--- config.mk ---
export PLATFORM = sky130hd
export DESIGN_NAME = rootDivCluster
export DESIGN_NICKNAME = d
export VERILOG_FILES = /design/src/logic/rootDivPkg.sv /design/src/logic/rootDivCluster.sv /design/src/logic/resultMux.sv /design/src/logic/dispatchCtrl.sv /design/src/logic/rootDivCore.sv /design/src/logic/operandPrep.sv /design/src/logic/opQueue.sv
export SDC_FILE = /design/constraint.sdc
export NUM_CORES = 1
export LEC_CHECK = 0
export BUFFER_PORTS_ARGS = -buffer_cell sky130_fd_sc_hd__buf_2
export CAP_MARGIN = 25
export CORE_MARGIN = 2
export CORE_UTILIZATION = 35
export DETAILED_ROUTE_END_ITERATION = 8
export PLACE_DENSITY = 0.57
export SKIP_CTS_REPAIR_TIMING = 1
export SYNTH_ARGS = -nofsm -noshare
export SYNTH_HDL_FRONTEND = slang
export SYNTH_HIERARCHICAL = 1
export SYNTH_SLANG_ARGS = --single-unit
--- constraint.sdc ---
create_clock -name clk -period 4.5 [get_ports clk]
set_input_delay 0 -clock clk [delete_from_list [all_inputs] [get_ports clk]]
set_output_delay 0 -clock clk [all_outputs]
set_load 0.01 [all_outputs]
--- src/logic/rootDivPkg.sv ---
`default_nettype none

package rootDivPkg;

  // operand and result widths
  localparam int operandW = 16;
  localparam int resultW  = 32;   // {remainder, quotient or root}

  // bookkeeping carried with each operation
  localparam int tagW = 6;        // matches results to issued ops
  localparam int regW = 5;        // destination register number

  // iteration counts per mode
  localparam int stepsWord = 16;
  localparam int stepsByte = 8;
  localparam int stepW     = 5;   // holds stepsWord

  // word modes work on 16 bits, byte modes on the low 8 bits
  typedef enum logic [1:0] {
    opDivW  = 2'd0,
    opSqrtW = 2'd1,
    opDivB  = 2'd2,
    opSqrtB = 2'd3
  } rootOpE;

endpackage

`default_nettype wire
--- src/logic/rootDivCluster.sv ---
`timescale 1ns/100ps
`default_nettype none

module rootDivCluster import rootDivPkg::*; #(
  parameter int numUnits   = 4,
  parameter int queueDepth = 4
) (
  input  logic                clk,
  input  logic                rst,
  input  logic                inEn,
  input  rootOpE              inOp,
  input  logic [operandW-1:0] inA,
  input  logic [operandW-1:0] inB,
  input  logic [tagW-1:0]     inTag,
  input  logic [regW-1:0]     inReg,
  output logic                full,
  output logic                outEn,
  output logic [resultW-1:0]  outData,
  output logic [tagW-1:0]     outTag,
  output logic [regW-1:0]     outReg,
  output logic                outDivZero
);
  localparam int idxW = (numUnits > 1) ? $clog2(numUnits) : 1;

  // queue head
  logic                queueValid;
  logic                pop;
  rootOpE              headOp;
  logic [operandW-1:0] headA;
  logic [operandW-1:0] headB;
  logic [tagW-1:0]     headTag;
  logic [regW-1:0]     headReg;

  // prepared operands, shared by all units
  logic [2*operandW-1:0] prepA;
  logic [operandW-1:0]   prepB;
  logic [stepW-1:0]      prepSteps;
  logic                  prepIsRoot;
  logic [tagW-1:0]       prepTag;
  logic [regW-1:0]       prepReg;

  logic [numUnits-1:0] ready;
  logic [numUnits-1:0] done;
  logic [numUnits-1:0] start;
  logic [numUnits-1:0] grant;
  logic                grantValid;
  logic [idxW-1:0]     grantIdx;

  logic [numUnits-1:0][resultW-1:0] unitResult;
  logic [numUnits-1:0][tagW-1:0]    unitTag;
  logic [numUnits-1:0][regW-1:0]    unitReg;
  logic [numUnits-1:0]              unitDivZero;

  opQueue #(.queueDepth(queueDepth)) queue (
    .clk(clk), .rst(rst), .inEn(inEn), .inOp(inOp), .inA(inA), .inB(inB),
    .inTag(inTag), .inReg(inReg), .pop(pop), .full(full), .queueValid(queueValid),
    .headOp(headOp), .headA(headA), .headB(headB), .headTag(headTag), .headReg(headReg)
  );

  operandPrep prep (
    .clk(clk), .rst(rst), .pop(pop), .headOp(headOp), .headA(headA), .headB(headB),
    .headTag(headTag), .headReg(headReg), .prepA(prepA), .prepB(prepB),
    .prepSteps(prepSteps), .prepIsRoot(prepIsRoot), .prepTag(prepTag), .prepReg(prepReg)
  );

  dispatchCtrl #(.numUnits(numUnits)) ctrl (
    .clk(clk), .rst(rst), .queueValid(queueValid), .ready(ready), .done(done),
    .pop(pop), .start(start), .grant(grant), .grantValid(grantValid), .grantIdx(grantIdx)
  );

  for (genvar i = 0; i < numUnits; i++) begin : unitGen
    rootDivCore core (
      .clk(clk), .rst(rst), .start(start[i]), .grant(grant[i]),
      .prepA(prepA), .prepB(prepB), .prepSteps(prepSteps), .prepIsRoot(prepIsRoot),
      .prepTag(prepTag), .prepReg(prepReg), .ready(ready[i]), .done(done[i]),
      .result(unitResult[i]), .resTag(unitTag[i]), .resReg(unitReg[i]),
      .resDivZero(unitDivZero[i])
    );
  end

  resultMux #(.numUnits(numUnits)) outMux (
    .clk(clk), .rst(rst), .grantValid(grantValid), .grantIdx(grantIdx),
    .unitResult(unitResult), .unitTag(unitTag), .unitReg(unitReg),
    .unitDivZero(unitDivZero), .outEn(outEn), .outData(outData), .outTag(outTag),
    .outReg(outReg), .outDivZero(outDivZero)
  );

endmodule

`default_nettype wire

--- src/logic/resultMux.sv ---
`timescale 1ns/100ps
`default_nettype none

module resultMux import rootDivPkg::*; #(
  parameter  int numUnits = 4,
  localparam int idxW     = (numUnits > 1) ? $clog2(numUnits) : 1
) (
  input  logic                               clk,
  input  logic                               rst,
  input  logic                               grantValid,
  input  logic [idxW-1:0]                    grantIdx,
  input  logic [numUnits-1:0][resultW-1:0]   unitResult,
  input  logic [numUnits-1:0][tagW-1:0]      unitTag,
  input  logic [numUnits-1:0][regW-1:0]      unitReg,
  input  logic [numUnits-1:0]                unitDivZero,
  output logic                               outEn,
  output logic [resultW-1:0]                 outData,
  output logic [tagW-1:0]                    outTag,
  output logic [regW-1:0]                    outReg,
  output logic                               outDivZero
);

  always_ff @(posedge clk) begin
    if (rst) outEn <= 1'b0;
    else outEn <= grantValid;  // one-cycle strobe per grant
  end

  // fields hold their last value between strobes
  always_ff @(posedge clk) begin
    if (grantValid) begin
      outData    <= unitResult[grantIdx];
      outTag     <= unitTag[grantIdx];
      outReg     <= unitReg[grantIdx];
      outDivZero <= unitDivZero[grantIdx];
    end
  end

endmodule

`default_nettype wire

--- src/logic/dispatchCtrl.sv ---
`timescale 1ns/100ps
`default_nettype none

module dispatchCtrl #(
  parameter  int numUnits = 4,
  localparam int idxW     = (numUnits > 1) ? $clog2(numUnits) : 1
) (
  input  logic                clk,
  input  logic                rst,
  input  logic                queueValid,
  input  logic [numUnits-1:0] ready,
  input  logic [numUnits-1:0] done,
  output logic                pop,
  output logic [numUnits-1:0] start,
  output logic [numUnits-1:0] grant,
  output logic                grantValid,
  output logic [idxW-1:0]     grantIdx
);
  typedef enum logic {
    sIdle,
    sIssue
  } dispStateE;

  dispStateE       state;
  logic [idxW-1:0] freeIdx;
  logic [idxW-1:0] selIdx;   // unit picked at pop, started in sIssue
  logic            anyReady;

  // lowest ready unit wins
  always_comb begin
    freeIdx = '0;
    for (int i = numUnits - 1; i >= 0; i--) begin
      if (ready[i]) freeIdx = idxW'(i);
    end
  end

  assign anyReady = |ready;
  assign pop      = (state == sIdle) && queueValid && anyReady;

  always_ff @(posedge clk) begin
    if (rst) begin
      state  <= sIdle;
      selIdx <= '0;
    end else begin
      case (state)
        sIdle: begin
          if (pop) begin
            state  <= sIssue;
            selIdx <= freeIdx;
          end
        end
        sIssue:  state <= sIdle;  // prep operands valid now
        default: state <= sIdle;
      endcase
    end
  end

  always_comb begin
    start = '0;
    if (state == sIssue) start[selIdx] = 1'b1;
  end

  // result side, fixed priority over finished units
  always_comb begin
    grant    = '0;
    grantIdx = '0;
    for (int i = numUnits - 1; i >= 0; i--) begin
      if (done[i]) grantIdx = idxW'(i);
    end
    grantValid = |done;
    if (grantValid) grant[grantIdx] = 1'b1;
  end

endmodule

`default_nettype wire

--- src/logic/rootDivCore.sv ---
`timescale 1ns/100ps
`default_nettype none

module rootDivCore import rootDivPkg::*; (
  input  logic                  clk,
  input  logic                  rst,
  input  logic                  start,
  input  logic                  grant,
  input  logic [2*operandW-1:0] prepA,
  input  logic [operandW-1:0]   prepB,
  input  logic [stepW-1:0]      prepSteps,
  input  logic                  prepIsRoot,
  input  logic [tagW-1:0]       prepTag,
  input  logic [regW-1:0]       prepReg,
  output logic                  ready,
  output logic                  done,
  output logic [resultW-1:0]    result,
  output logic [tagW-1:0]       resTag,
  output logic [regW-1:0]       resReg,
  output logic                  resDivZero
);
  // two guard bits above the operand width for the root trial value
  localparam int remW = operandW + 2;

  typedef enum logic [1:0] {
    stIdle,
    stRun,
    stHold
  } coreStateE;

  coreStateE             state;
  logic [stepW-1:0]      stepCnt;
  logic [2*operandW-1:0] srcReg;    // dividend or radicand, consumed from the top
  logic [operandW-1:0]   divisor;
  logic [operandW-1:0]   quo;       // quotient or root
  logic [remW-1:0]       partRem;
  logic [remW-1:0]       shRem;
  logic [remW-1:0]       trialSub;
  logic [remW-1:0]       nextRem;
  logic                  isRoot;
  logic                  fits;

  assign ready  = (state == stIdle);
  assign done   = (state == stHold);
  assign result = {partRem[operandW-1:0], quo};

  // one restoring step
  always_comb begin
    if (isRoot) begin
      shRem    = {partRem[remW-3:0], srcReg[2*operandW-1 -: 2]};
      trialSub = {quo, 2'b01};  // 4*root + 1
    end else begin
      shRem    = {partRem[remW-2:0], srcReg[2*operandW-1]};
      trialSub = {2'b00, divisor};
    end
    fits    = (shRem >= trialSub);
    nextRem = fits ? shRem - trialSub : shRem;
  end

  always_ff @(posedge clk) begin
    if (rst) begin
      state   <= stIdle;
      stepCnt <= '0;
    end else begin
      case (state)
        stIdle: begin
          if (start) begin
            state   <= stRun;
            stepCnt <= prepSteps;
          end
        end
        stRun: begin
          stepCnt <= stepCnt - 1'b1;
          if (stepCnt == stepW'(1)) state <= stHold;  // last step this cycle
        end
        stHold: begin
          if (grant) state <= stIdle;  // result stays until granted
        end
        default: state <= stIdle;
      endcase
    end
  end

  // zero divisor needs no special path: every step fits, so the quotient
  // fills with ones and the remainder collects the dividend
  always_ff @(posedge clk) begin
    if (state == stIdle && start) begin
      srcReg     <= prepA;
      divisor    <= prepB;
      isRoot     <= prepIsRoot;
      resTag     <= prepTag;
      resReg     <= prepReg;
      resDivZero <= !prepIsRoot && (prepB == '0);
      partRem    <= '0;
      quo        <= '0;
    end else if (state == stRun) begin
      srcReg  <= isRoot ? srcReg << 2 : srcReg << 1;
      partRem <= nextRem;
      quo     <= {quo[operandW-2:0], fits};
    end
  end

endmodule

`default_nettype wire

--- src/logic/operandPrep.sv ---
`timescale 1ns/100ps
`default_nettype none

module operandPrep import rootDivPkg::*; (
  input  logic                  clk,
  input  logic                  rst,
  input  logic                  pop,
  input  rootOpE                headOp,
  input  logic [operandW-1:0]   headA,
  input  logic [operandW-1:0]   headB,
  input  logic [tagW-1:0]       headTag,
  input  logic [regW-1:0]       headReg,
  output logic [2*operandW-1:0] prepA,
  output logic [operandW-1:0]   prepB,
  output logic [stepW-1:0]      prepSteps,
  output logic                  prepIsRoot,
  output logic [tagW-1:0]       prepTag,
  output logic [regW-1:0]       prepReg
);
  localparam int byteW = operandW / 2;

  logic [2*operandW-1:0] alignA;
  logic [operandW-1:0]   maskB;
  logic [stepW-1:0]      steps;
  logic                  isRoot;

  // the core shifts its source out from the top, one bit per divide step
  // and two per root step, so the operand must end where the last step reads
  always_comb begin
    maskB = headB;
    case (headOp)
      opDivW:  alignA = {headA, {operandW{1'b0}}};
      opSqrtW: alignA = {{operandW{1'b0}}, headA};
      opDivB:  alignA = {headA[byteW-1:0], {(2*operandW-byteW){1'b0}}};
      default: alignA = {{byteW{1'b0}}, headA[byteW-1:0], {operandW{1'b0}}};
    endcase
    if (headOp == opDivB || headOp == opSqrtB) begin
      maskB = {{byteW{1'b0}}, headB[byteW-1:0]};  // byte modes ignore upper bits
      steps = stepW'(stepsByte);
    end else begin
      steps = stepW'(stepsWord);
    end
    isRoot = (headOp == opSqrtW) || (headOp == opSqrtB);
  end

  always_ff @(posedge clk) begin
    if (rst) begin
      prepSteps  <= '0;
      prepIsRoot <= 1'b0;
    end else if (pop) begin
      prepSteps  <= steps;
      prepIsRoot <= isRoot;
    end
  end

  always_ff @(posedge clk) begin
    if (pop) begin
      prepA   <= alignA;
      prepB   <= maskB;
      prepTag <= headTag;
      prepReg <= headReg;
    end
  end

endmodule

`default_nettype wire

--- src/logic/opQueue.sv ---
`timescale 1ns/100ps
`default_nettype none

module opQueue import rootDivPkg::*; #(
  parameter int queueDepth = 4
) (
  input  logic                clk,
  input  logic                rst,
  input  logic                inEn,
  input  rootOpE              inOp,
  input  logic [operandW-1:0] inA,
  input  logic [operandW-1:0] inB,
  input  logic [tagW-1:0]     inTag,
  input  logic [regW-1:0]     inReg,
  input  logic                pop,
  output logic                full,
  output logic                queueValid,
  output rootOpE              headOp,
  output logic [operandW-1:0] headA,
  output logic [operandW-1:0] headB,
  output logic [tagW-1:0]     headTag,
  output logic [regW-1:0]     headReg
);
  localparam int ptrW = (queueDepth > 1) ? $clog2(queueDepth) : 1;
  localparam int cntW = $clog2(queueDepth + 1);

  rootOpE              opMem  [queueDepth];
  logic [operandW-1:0] aMem   [queueDepth];
  logic [operandW-1:0] bMem   [queueDepth];
  logic [tagW-1:0]     tagMem [queueDepth];
  logic [regW-1:0]     regMem [queueDepth];

  logic [ptrW-1:0] wrPtr;
  logic [ptrW-1:0] rdPtr;
  logic [cntW-1:0] count;
  logic            push;

  function automatic logic [ptrW-1:0] nextPtr(input logic [ptrW-1:0] ptr);
    return (ptr == ptrW'(queueDepth - 1)) ? '0 : ptr + 1'b1;  // wraps for any depth
  endfunction

  assign push       = inEn && !full;
  assign full       = (count == cntW'(queueDepth));
  assign queueValid = (count != '0);

  // head entry read straight from the buffer
  assign headOp  = opMem[rdPtr];
  assign headA   = aMem[rdPtr];
  assign headB   = bMem[rdPtr];
  assign headTag = tagMem[rdPtr];
  assign headReg = regMem[rdPtr];

  always_ff @(posedge clk) begin
    if (rst) begin
      wrPtr <= '0;
      rdPtr <= '0;
      count <= '0;
    end else begin
      if (push) wrPtr <= nextPtr(wrPtr);
      if (pop) rdPtr <= nextPtr(rdPtr);
      case ({push, pop})
        2'b10:   count <= count + 1'b1;
        2'b01:   count <= count - 1'b1;
        default: count <= count;  // both or neither
      endcase
    end
  end

  always_ff @(posedge clk) begin
    if (push) begin
      opMem[wrPtr]  <= inOp;
      aMem[wrPtr]   <= inA;
      bMem[wrPtr]   <= inB;
      tagMem[wrPtr] <= inTag;
      regMem[wrPtr] <= inReg;
    end
  end

endmodule

`default_nettype wire

After elaboration in Yosys (flattened, before gate mapping)
Memory sizes are Yosys's and may differ from the RTL's. A register that Yosys moved wholly into a read port is not among the register bits.
Index checks and enable logic that the tools add are counted.
{"block": "classes", "add_sub_neg": 12, "mul": 0, "div": 0, "magnitude_cmp": 8, "eq_ne": 32, "n_shift": 0, "mux": 85, "bitwise": 1, "n_reduce_logical": 41}
{"cell": "32-bit 2-to-1 mux", "count": 13}
{"cell": "18-bit 2-to-1 mux", "count": 8}
{"cell": "32-bit one-hot mux with 3 select lines", "count": 1}
{"cell": "18-bit >= comparator", "count": 4}
{"cell": "17-bit 2-to-1 mux", "count": 4}
{"cell": "17-bit subtractor", "count": 4}
{"cell": "32-bit binary-select mux with 2-bit select", "count": 1}
{"cell": "2-bit 2-to-1 mux", "count": 28}
{"cell": "5-bit one-hot mux with 2 select lines", "count": 4}
{"cell": "5-bit 2-to-1 mux", "count": 6}
{"cell": "2-bit one-hot mux with 3 select lines", "count": 4}
{"cell": "5-bit by 1-bit == test with 1-bit output (second input constant)", "count": 4}
{"cell": "5-bit by 1-bit subtractor with 5-bit output (second input constant)", "count": 4}
{"cell": "2-bit == test (second input constant)", "count": 9}
{"cell": "2-bit nonzero test", "count": 9}
{"cell": "16-bit logical NOT", "count": 1}
{"cell": "2-bit inequality test (second input constant)", "count": 8}
{"cell": "6-bit binary-select mux with 2-bit select", "count": 1}
{"cell": "2-bit by 1-bit == test with 1-bit output (second input constant)", "count": 6}
{"cell": "3-bit AND reduction", "count": 4}
{"cell": "5-bit binary-select mux with 2-bit select", "count": 1}
{"cell": "1-bit logical AND", "count": 10}
{"cell": "2-bit logical NOT", "count": 5}
{"cell": "2-bit AND reduction", "count": 5}
{"cell": "19 further kinds", "count": 35}
{"block": "totals", "ff_bits": 513, "latchBits": 0, "mem_bits_rw": 180, "rom_bits": 0, "word_cells": 239, "memories": 5}
{"name": "queue.aMem", "depth": 4, "word_bits": 16, "rd": 1, "rd_clocked_by_memory_dff": 1, "write_ports": 1, "line_no": "opQueue.sv:28", "source": "logic [operandW-1:0] aMem [queueDepth];"}
{"name": "queue.bMem", "depth": 4, "word_bits": 16, "rd": 1, "rd_clocked_by_memory_dff": 1, "write_ports": 1, "line_no": "opQueue.sv:29", "source": "logic [operandW-1:0] bMem [queueDepth];"}
{"name": "queue.tagMem", "depth": 4, "word_bits": 6, "rd": 1, "rd_clocked_by_memory_dff": 1, "write_ports": 1, "line_no": "opQueue.sv:30", "source": "logic [tagW-1:0] tagMem [queueDepth];"}
{"name": "queue.regMem", "depth": 4, "word_bits": 5, "rd": 1, "rd_clocked_by_memory_dff": 1, "write_ports": 1, "line_no": "opQueue.sv:31", "source": "logic [regW-1:0] regMem [queueDepth];"}
{"name": "queue.opMem", "depth": 4, "word_bits": 2, "rd": 1, "rd_clocked_by_memory_dff": 1, "write_ports": 1, "line_no": "opQueue.sv:27", "source": "rootOpE opMem [queueDepth];"}

Logic depth before layout (Yosys ltp)
Gate-level depths: netlist of the first run.
{"block": "logic_depth", "depth_word": 12, "ltp_mapped": 14}

Hierarchy
Netlist of the first run, hierarchy kept.
{"module": "rootDivCore at unitGen[0].core ...", "instances": 2, "cells_per_inst": 543, "area_per_inst_um2": 5520.3, "seq_area_each_um2": 2632.5}
{"module": "opQueue", "instances": 1, "cells_per_inst": 284, "area_per_inst_um2": 6981.7, "seq_area_each_um2": 5585.4}
{"module": "rootDivCore at unitGen[2].core", "instances": 1, "cells_per_inst": 561, "area_per_inst_um2": 5615.4, "seq_area_each_um2": 2632.5}
{"module": "rootDivCore at unitGen[3].core", "instances": 1, "cells_per_inst": 535, "area_per_inst_um2": 5454.0, "seq_area_each_um2": 2632.5}
{"module": "resultMux", "instances": 1, "cells_per_inst": 100, "area_per_inst_um2": 2469.9, "seq_area_each_um2": 1341.3}
{"module": "operandPrep", "instances": 1, "cells_per_inst": 126, "area_per_inst_um2": 2259.7, "seq_area_each_um2": 1831.8}
{"module": "dispatchCtrl", "instances": 1, "cells_per_inst": 32, "area_per_inst_um2": 236.5, "seq_area_each_um2": 60.1}

Worst setup path before layout of the first run
OpenSTA, ideal clock, no wires.
{"block": "synth_path", "kind": "register -> register", "start": "register queue.count[0]", "end": "register queue.count[2]", "setup_time_ns": 0.070, "arrival_ns": 3.636, "slack_ns": 0.793, "path_stages_with_launch": 9, "n_path_buf": 0, "cell_sequence": "dfxtp_1 > or3_2 > nor2b_4 > o41a_1 > ha_1 > fa_1 > xnor2_1 > or3_2 > a21oi_1"}
{"block": "synth_via", "elab_chain_len": 5, "elab_cells_between_ends": 12, "cone_classes": "add/sub (2); eq/ne (3); mux (1); reduce/logical (6)"}
{"element": "start, declared", "line_no": "opQueue.sv:35", "source": "logic [cntW-1:0] count;"}
{"element": "start signal, assigned", "line_no": "opQueue.sv:62", "source": "2'b10: count <= count + 1'b1;"}
{"element": "start signal, assigned", "line_no": "opQueue.sv:63", "source": "2'b01: count <= count - 1'b1;"}
{"element": "start signal, assigned", "line_no": "opQueue.sv:64", "source": "default: count <= count;"}
{"element": "3-bit nonzero test *", "line_no": "opQueue.sv:44", "source": "assign queueValid = (count != '0);"}
{"element": "via queueValid", "line_no": "rootDivCluster.sv:26", "source": "logic queueValid;"}
{"element": "1-bit logical AND * (2 in a row)", "line_no": "dispatchCtrl.sv:38", "source": "assign pop = (state == sIdle) && queueValid && anyReady;"}
{"element": "via pop", "line_no": "rootDivCluster.sv:27", "source": "logic pop;"}
{"element": "2-bit by 1-bit == test with 1-bit output or 2-bit == test (tied branches)", "line_no": "opQueue.sv:61", "source": "case ({push, pop})"}
{"element": "3-bit one-hot mux with 2 select lines or 2-bit nonzero test (tied branches)"}
The timed path passes the listed nets; every way through them passes the cells marked *.
A chain may end at the register's enable or synchronous reset.

Final worst setup path of the first run
{"block": "layout_path", "start": "register unitGen[1].core.isRoot", "end": "register unitGen[1].core.partRem[14]"}
{"block": "layout_via", "elab_chain_len": 3, "elab_cells_between_ends": 5, "cone_classes": "add/sub (1); order compare (1); mux (3)"}
{"element": "start, declared", "line_no": "rootDivCore.sv:40", "source": "logic isRoot;"}
{"element": "start signal, assigned", "line_no": "rootDivCore.sv:90", "source": "isRoot <= prepIsRoot;"}
{"element": "18-bit 2-to-1 mux", "line_no": "rootDivCore.sv:49", "source": "if (isRoot) begin"}
{"element": "17-bit subtractor or 18-bit >= comparator (tied branches)", "line_no": "rootDivCore.sv:57, rootDivCore.sv:56"}
{"element": "17-bit 2-to-1 mux *", "line_no": "rootDivCore.sv:57", "source": "nextRem = fits ? shRem - trialSub : shRem;"}
{"element": "end signal, assigned", "line_no": "rootDivCore.sv:98", "source": "partRem <= nextRem;"}
{"element": "end, declared", "line_no": "rootDivCore.sv:36", "source": "logic [remW-1:0] partRem;"}
Every way passes the cells marked *; elsewhere a longest branch is shown, timed or not.

==> results of run 1 <==
## synth_stat cells, drive strengths merged (6+ instances only)
library cell / count / share of area
o31ai: 13 / 0.0040
nor2: 127 / 0.014
a31oi: 11 / 0.0020
a211oi: 23 / 0.0052
edfxtp: 527 / 0.46
a32oi: 8 / 0.0021
nor2b: 38 / 0.0075
o21bai: 9 / 0.0026
nor4: 19 / 0.0039
nand3b: 8 / 0.0018
or2: 6 / 0.0011
a21o: 16 / 0.0036
clkbuf: 83 / 0.0092
dfxtp: 176 / 0.10
ha: 86 / 0.032
nand2: 314 / 0.035
mux2: 61 / 0.020
nor3: 44 / 0.0065
inv: 40 / 0.0044
nand4: 13 / 0.0024
o21a: 17 / 0.0037
mux4: 89 / 0.059
mux2i: 229 / 0.067
xor2: 17 / 0.0044
a2111oi: 6 / 0.0026
o21ai: 274 / 0.040
buf: 130 / 0.028
nand2b: 17 / 0.0031
nand3: 36 / 0.0057
a21oi: 125 / 0.019
or3: 9 / 0.0017
and2: 28 / 0.0054
o211ai: 9 / 0.0024
and3: 20 / 0.0041
xnor2: 28 / 0.0074
## sequential cells by signal, summed over array words and instances (netlist names), 32 cells and up, named ones only
name / flops
queue/bMem: 64
unitGen.core/divisor: 64
prep/prepA: 32
unitGen.core/quo: 64
queue/aMem: 64
unitGen.core/srcReg: 128
outMux/outData: 32
unitGen.core/partRem: 68
## cell usage in the layout, fill, tap and decap left out, drive strengths merged, types with 6 or more instances in the layout
master,instances
edfxtp,527
nand2,314
o21ai,274
mux2i,229
dfxtp,176
buf,143
nor2,127
a21oi,125
mux4,89
clkbuf,89
ha,86
mux2,61
dlygate4sd3,47
clkinv,46
nor3,44
inv,40
nor2b,38
nand3,36
xnor2,28
and2,28
a211oi,23
and3,20
nor4,19
o21a,17
nand2b,17
xor2,17
a21o,16
nand4,13
o31ai,13
a31oi,11
o211ai,9
o21bai,9
or3,9
nand3b,8
a32oi,8
or2,6
a2111oi,6
## stage by stage
step,hold slack (ns),setup slack [ns]
CTS,-0.4766,0.8026
global placement,0.2084,0.8738
finish,0.1060,0.7175
floorplan,0.06428,0.7934
detailed placement,0.2158,0.8312
global route,0.08990,0.5141
## worst max-delay path, cell delays in order, from the launching register on
cell,delay (ns)
edfxtp_1,0.80
buf_4,0.45
mux2_2,0.40
ha_1,0.36
a211oi_1,0.24
o21bai_1,0.16
or3_1,0.34
o21ai_0,0.44
nor3_1,0.11
a311oi_1,0.25
o31ai_1,0.09
## per-layer routing
layer,wire [um],global-route usage,vias up
li1,-,-,10258
met1,37630,0.2287,10774
met2,40470,0.2802,672
met3,4366,0.02571,183
met4,3855,0.07874,0
met5,0,0,-
## where the power goes
part / internal [mW] / switching (mW)
registers: 8.94 / 1.53
clock network: 3.50 / 2.69
logic: 3.52 / 5.15
total: 16.0 / 9.37
## final timing paths
check / start / to / slack [ns] / cells after the start
worst max-delay path: unitGen[1].core/isRoot / unitGen[1].core/partRem[14] / 0.72 / 10
worst min-delay path: inReg[0] / queue/regMem[2][0] / 0.11 / 2
worst max register to register: unitGen[1].core/isRoot / unitGen[1].core/partRem[14] / 0.72 / 10
worst min register to register: unitGen[3].core/partRem[16] / unitGen[3].core/partRem[16] / 0.47 / 2
## cells by family (layout without fill, tap and decap cells)
family | count (synthesis) | in the layout
compound gates | 556 | 556
simple gates | 694 | 694
fa+ha+maj | 91 | 91
other cells | 1 | 3
xor+xnor | 45 | 45
flops | 703 | 703
buf+inv | 255 | 373
mux | 379 | 379
## area by class of cell
class | count | area, um^2
clock inverters | 54 | 521.8
multi-input cells | 1768 | 13310
inverters | 40 | 155.1
well taps | 1276 | 1597
flip-flops and latches | 703 | 19350
repair buffers | 190 | 1349
clock buffers | 89 | 1982
fillers | 8998 | 58300
==> impl_metrics.csv, run 1 <==
group,metric,value,unit
status,status,"finished clean",
logic_synthesis,synth-edff-count,527,
routing,wl,86320,um
worst_setup_path,worstPathArrival,4.29,ns
finish,syn2layout_area_growth,12.35,%
finish,finish.utilization,0.3962,
sta,period_share,0.8406,
cts,clk_pin_slew_worst_paths,0.06,ns
run,max-cap-violations,0,
die,core,96570,um^2
die,dieArea,99820,um^2
grt,antenna_found_initial,2,
die,initial_core_util,0.3527,
power_and_ir_drop,vdd_ir_drop_max,0.3506,mV
place,place_area,35290,um^2
finish,stdcell_count,4120,
routing,final_antenna_net_count,0,
sta,setup-tns-final,0,ns
logic_synthesis,syn_area,34060,um^2
grt,grt_pass1_vias,21856,
hold_path,hold_class,"input pin to flip-flop",
power_and_ir_drop,fin_total_pwr,25.34,mW
logic_synthesis,ys_ff_latch,703,
sta,setup_viol,0,
worst_setup_path,worstPathMaxFanout,22,
grt,grtUsageTotal,0.1727,
sta,max_freq,264.4,MHz
sta,finalHoldViolCount,0,
logic_synthesis,synthAdderAreaFrac,0.03453,
grt,gr-total-overflow,0,
logic_synthesis,synth_top_family_by_area,"multiplexers",
logic_synthesis,synth-xor-area-share,0.01179,
logic_synthesis,yosysWarnings,6,
logic_synthesis,syn_inst,2724,
finish,fin_nets,2919,
cts,ctsLongestPathBuffers,3,
cts,cts_tree,"done",
worst_setup_path,crit_path_start_kind,"flip-flop",
cts,numClockSinks,703,
routing,routedWlPerCell,20.95,um
routing,first_pass_iters,6,
cts,clk-insertion-delay-late,0.65,ns
cts,root_buffer,"clkbuf_16",
place,dp_cells,3930,
worst_setup_path,cp.required,5.00,ns
finish,drive_gt1_frac,0.1667,
sta,skew,0.02196,ns
logic_synthesis,synthFlopType,"edfxtp_1",
worst_setup_path,crit_type,"flip-flop to flip-flop",
sta,max_slew_margin,0.2908,
worst_setup_path,crit_path_end_kind,"flip-flop",
cts,cts_buffers,77,
finish,finalInstanceArea,38260,um^2
grt,grt_start_max_net_pins,113,
logic_synthesis,synth.area.mux_share,0.1468,
routing,drt-vias-per-instance,5.312,
finish,num_antenna_cells,0,
power_and_ir_drop,cellLeakagePower,13.54,nW
logic_synthesis,synth-simple-area-share,0.09589,
routing,vias,21887,
place,place_hpwl,60260,um
place,place_congestion,0.9092,
die,row_count,114,
logic_synthesis,synth_compound_area_frac,0.1006,
grt,grt_pass1_wl,132300,um
sta,period_minus_slack,3.782,ns
logic_synthesis,yosys.cell_types.count,97,
power_and_ir_drop,p_per_area,662.1,nW/um^2
sta,report.final.slew_viol_count,0,
die,die_h,315.9,um
routing,drc_errors,0,
die,ios,94,
die,die_x,315.9,um
routing,drtIter0Drc,1614,
logic_synthesis,avgSynthCellArea,12.50,um^2
sta,tightest_slew,1.064,ns
sta,rsz0062_at_grt,"no",
place,port_buffers,93,
logic_synthesis,synth_seq_area_share,0.5681,
cts,cts_max_level,3,
logic_synthesis,postSynth.asyncResetShare,0,
No activity file was read; power rests on OpenSTA's default activity.
==> run 2, diff against run 1 <==
==> constraint.sdc (replaced) <==
create_clock -name clk -period 3.82 [get_ports clk]
set_input_delay 0 -clock clk [delete_from_list [all_inputs] [get_ports clk]]
set_output_delay 0 -clock clk [all_outputs]
set_load 0.01 [all_outputs]
==> impl_metrics.csv, run 2 (synthesis results as in run 1) <==
group,metric,value,unit
finish,regArea,19350,um^2
hold_path,min-delay-start,"inA[10]",
finish,largest_register_ff_count,128,
power_and_ir_drop,p_sw_frac,0.3630,
worst_setup_path,crit_buf_inv,2,
worst_setup_path,cpMaxStageDelayCell,"edfxtp_1",
routing,final_antenna_net_count,0,
worst_setup_path,cp.required,4.35,ns
grt,grt_pass1_wl,131300,um
power_and_ir_drop,p_per_area,786.4,nW/um^2
die,initial_core_util,0.3527,
finish,syn2layout_area_growth,13.44,%
grt,grt_pass1_vias,21987,
sta,max_freq,281.9,MHz
worst_setup_path,r2r_cells,10,
cts,cts_buffers,78,
cts,clk-insertion-delay-late,0.65,ns
finish,most-common-layout-cells,"edfxtp_1 (527), nand2_1 (310), o21ai_0 (258), mux2i_1 (229), dfxtp_1 (174)",
grt,grt_start_max_net_pins,117,
sta,setup-tns-final,0,ns
sta,period_minus_slack,3.547,ns
worst_setup_path,crit_path_end_kind,"flip-flop",
worst_setup_path,regToRegEndpoint,"unitGen[2].core/partRem[15]",
worst_setup_path,r2r_slack,0.27,ns
die,row_count,114,
sta,finalHoldViolCount,0,
die,die_x,315.9,um
sta,report.final.slew_viol_count,0,
place,port_buffers,93,
die,core,96570,um^2
cts,cts_max_level,3,
sta,tightest_slew,1.004,ns
worst_setup_path,slowest_delay,0.91,ns
die,die_h,315.9,um
sta,setup_viol,0,
routing,first_pass_iters,6,
cts,numClockSinks,703,
die,ios,94,
routing,vias,22109,
routing,dr_wl_met3,4697,um
sta,rsz0062_at_grt,"no",
routing,drt-met1-wl,38210,um
worst_setup_path,crit_path_start_kind,"flip-flop",
status,status,"finished clean",
cts,ctsLongestPathBuffers,3,
place,dp_slack,0.2484,ns
worst_setup_path,worstPathCellList,"buf_4 > buf_4 > nand2_1 > ha_1 > nand3_1 > nor2_1 > o211ai_4 > nand2_4 > o21ai_0 > a31o_2",
cts,cts_tree,"done",
die,dieArea,99820,um^2
routing,wl,86330,um
cts,root_buffer,"clkbuf_16",
worst_setup_path,worstPathArrival,4.08,ns
routing,drtIter0Drc,1780,
finish,fin_nets,2935,
power_and_ir_drop,power_frac_comb,0.338,
worst_setup_path,worstPathMaxFanout,26,
finish,mostFrequentLayoutCell,"edfxtp_1",
hold_path,min_to,"queue/aMem[1][10]",
place,place_congestion,0.8641,
grt,antenna_found_initial,4,
routing,drc_errors,0,
sta,max_slew_margin,0.3309,
worst_setup_path,cpLargestDelayFamily,"flip-flops",
cts,clk_pin_slew_worst_paths,0.06,ns
worst_setup_path,cp_common_cell,"buf_4",
hold_path,worstHoldPathCells,2,
routing,top_layer_used,"met4",
grt,grtUsageTotal,0.1713,
sta,period_share,0.9285,
power_and_ir_drop,internal-power,19.35,mW
run,max-cap-violations,0,
finish,largest_registers,"unitGen.core/srcReg (128), unitGen.core/partRem (68)",
hold_path,hold_class,"input pin to flip-flop",
power_and_ir_drop,cellLeakagePower,13.72,nW
power_and_ir_drop,vdd_ir_drop_max,0.4164,mV
routing,drt-vias-per-instance,5.340,
power_and_ir_drop,seqPwrFrac,0.406,
routing,routedWlPerCell,20.85,um
grt,gr-total-overflow,0,
finish,drive_gt1_frac,0.1733,
routing,met2_length,40520,um
place,place_hpwl,60750,um
finish,multiInputGateArea,13310,um^2
sta,timing.final.ws_setup,0.2731,ns
finish,max_flop_register,"unitGen.core/srcReg",
finish,fillers,8998,
power_and_ir_drop,clkPwrFrac,0.256,
worst_setup_path,crit_type,"flip-flop to flip-flop",
power_and_ir_drop,p_switching,11.03,mW
worst_setup_path,r2r-start,"unitGen[2].core/isRoot",
sta,skew,0.03335,ns
[run 2: cell type report]
class                      instances  share of cell area
timing repair buffer             205             0.03996
sequential                       703              0.5009
clock buffer                      93             0.05275
multi-input combinational       1768              0.3444
antenna                            2           0.0001295
inverter                          40            0.004016
tap                             1276             0.04132
clock inverter                    53             0.01652
[run 2: power groups by stage]
stage | registers, mW | logic [mW] | clock network (mW)
after floorplan | 11.5 | 8.08 | 0
final | 12.3 | 10.3 | 7.78
after CTS | 12.3 | 10.2 | 8.00
after global placement | 12.4 | 10.0 | 0
after detailed placement | 12.5 | 10.2 | 0
after global routing | 12.5 | 11.3 | 8.27
[run 2: layer usage]
metal,vias up,global-route usage
met5,-,0
met4,0,0.06387
met3,156,0.02722
met2,635,0.2789
met1,11018,0.2305
li1,10300,-
[run 2: how the worst max path moves through the flow]
| stage | from | end | slack [ns] | cells past startpoint |
|---|---|---|---|---|
| global route | unitGen[2].core/isRoot | unitGen[2].core/partRem[4] | 0.01 | 10 |
| finish | unitGen[2].core/isRoot | unitGen[2].core/partRem[15] | 0.27 | 10 |
| CTS | unitGen[1].core/isRoot | unitGen[1].core/partRem[16] | 0.21 | 11 |
| detailed placement | unitGen[1].core/isRoot | unitGen[1].core/partRem[16] | 0.25 | 11 |
| floorplan | queue/count[0] | queue/count[2] | 0.11 | 8 |
| global placement | unitGen[1].core/isRoot | unitGen[1].core/partRem[16] | 0.34 | 11 |
[run 2: metrics by stage]
step	util	std cells	power, mW	area, um^2	hold slack (ns)
after floorplan	-	2726	19.59	34070	0.06428
after global placement	0.3669	3940	22.41	35430	0.2090
after detailed placement	0.3672	3941	22.66	35450	0.2171
after CTS	0.3949	4087	30.56	38130	-0.4785
after global routing	0.4001	4139	32.08	38630	0.09187
final	0.4001	4140	30.38	38640	0.1127
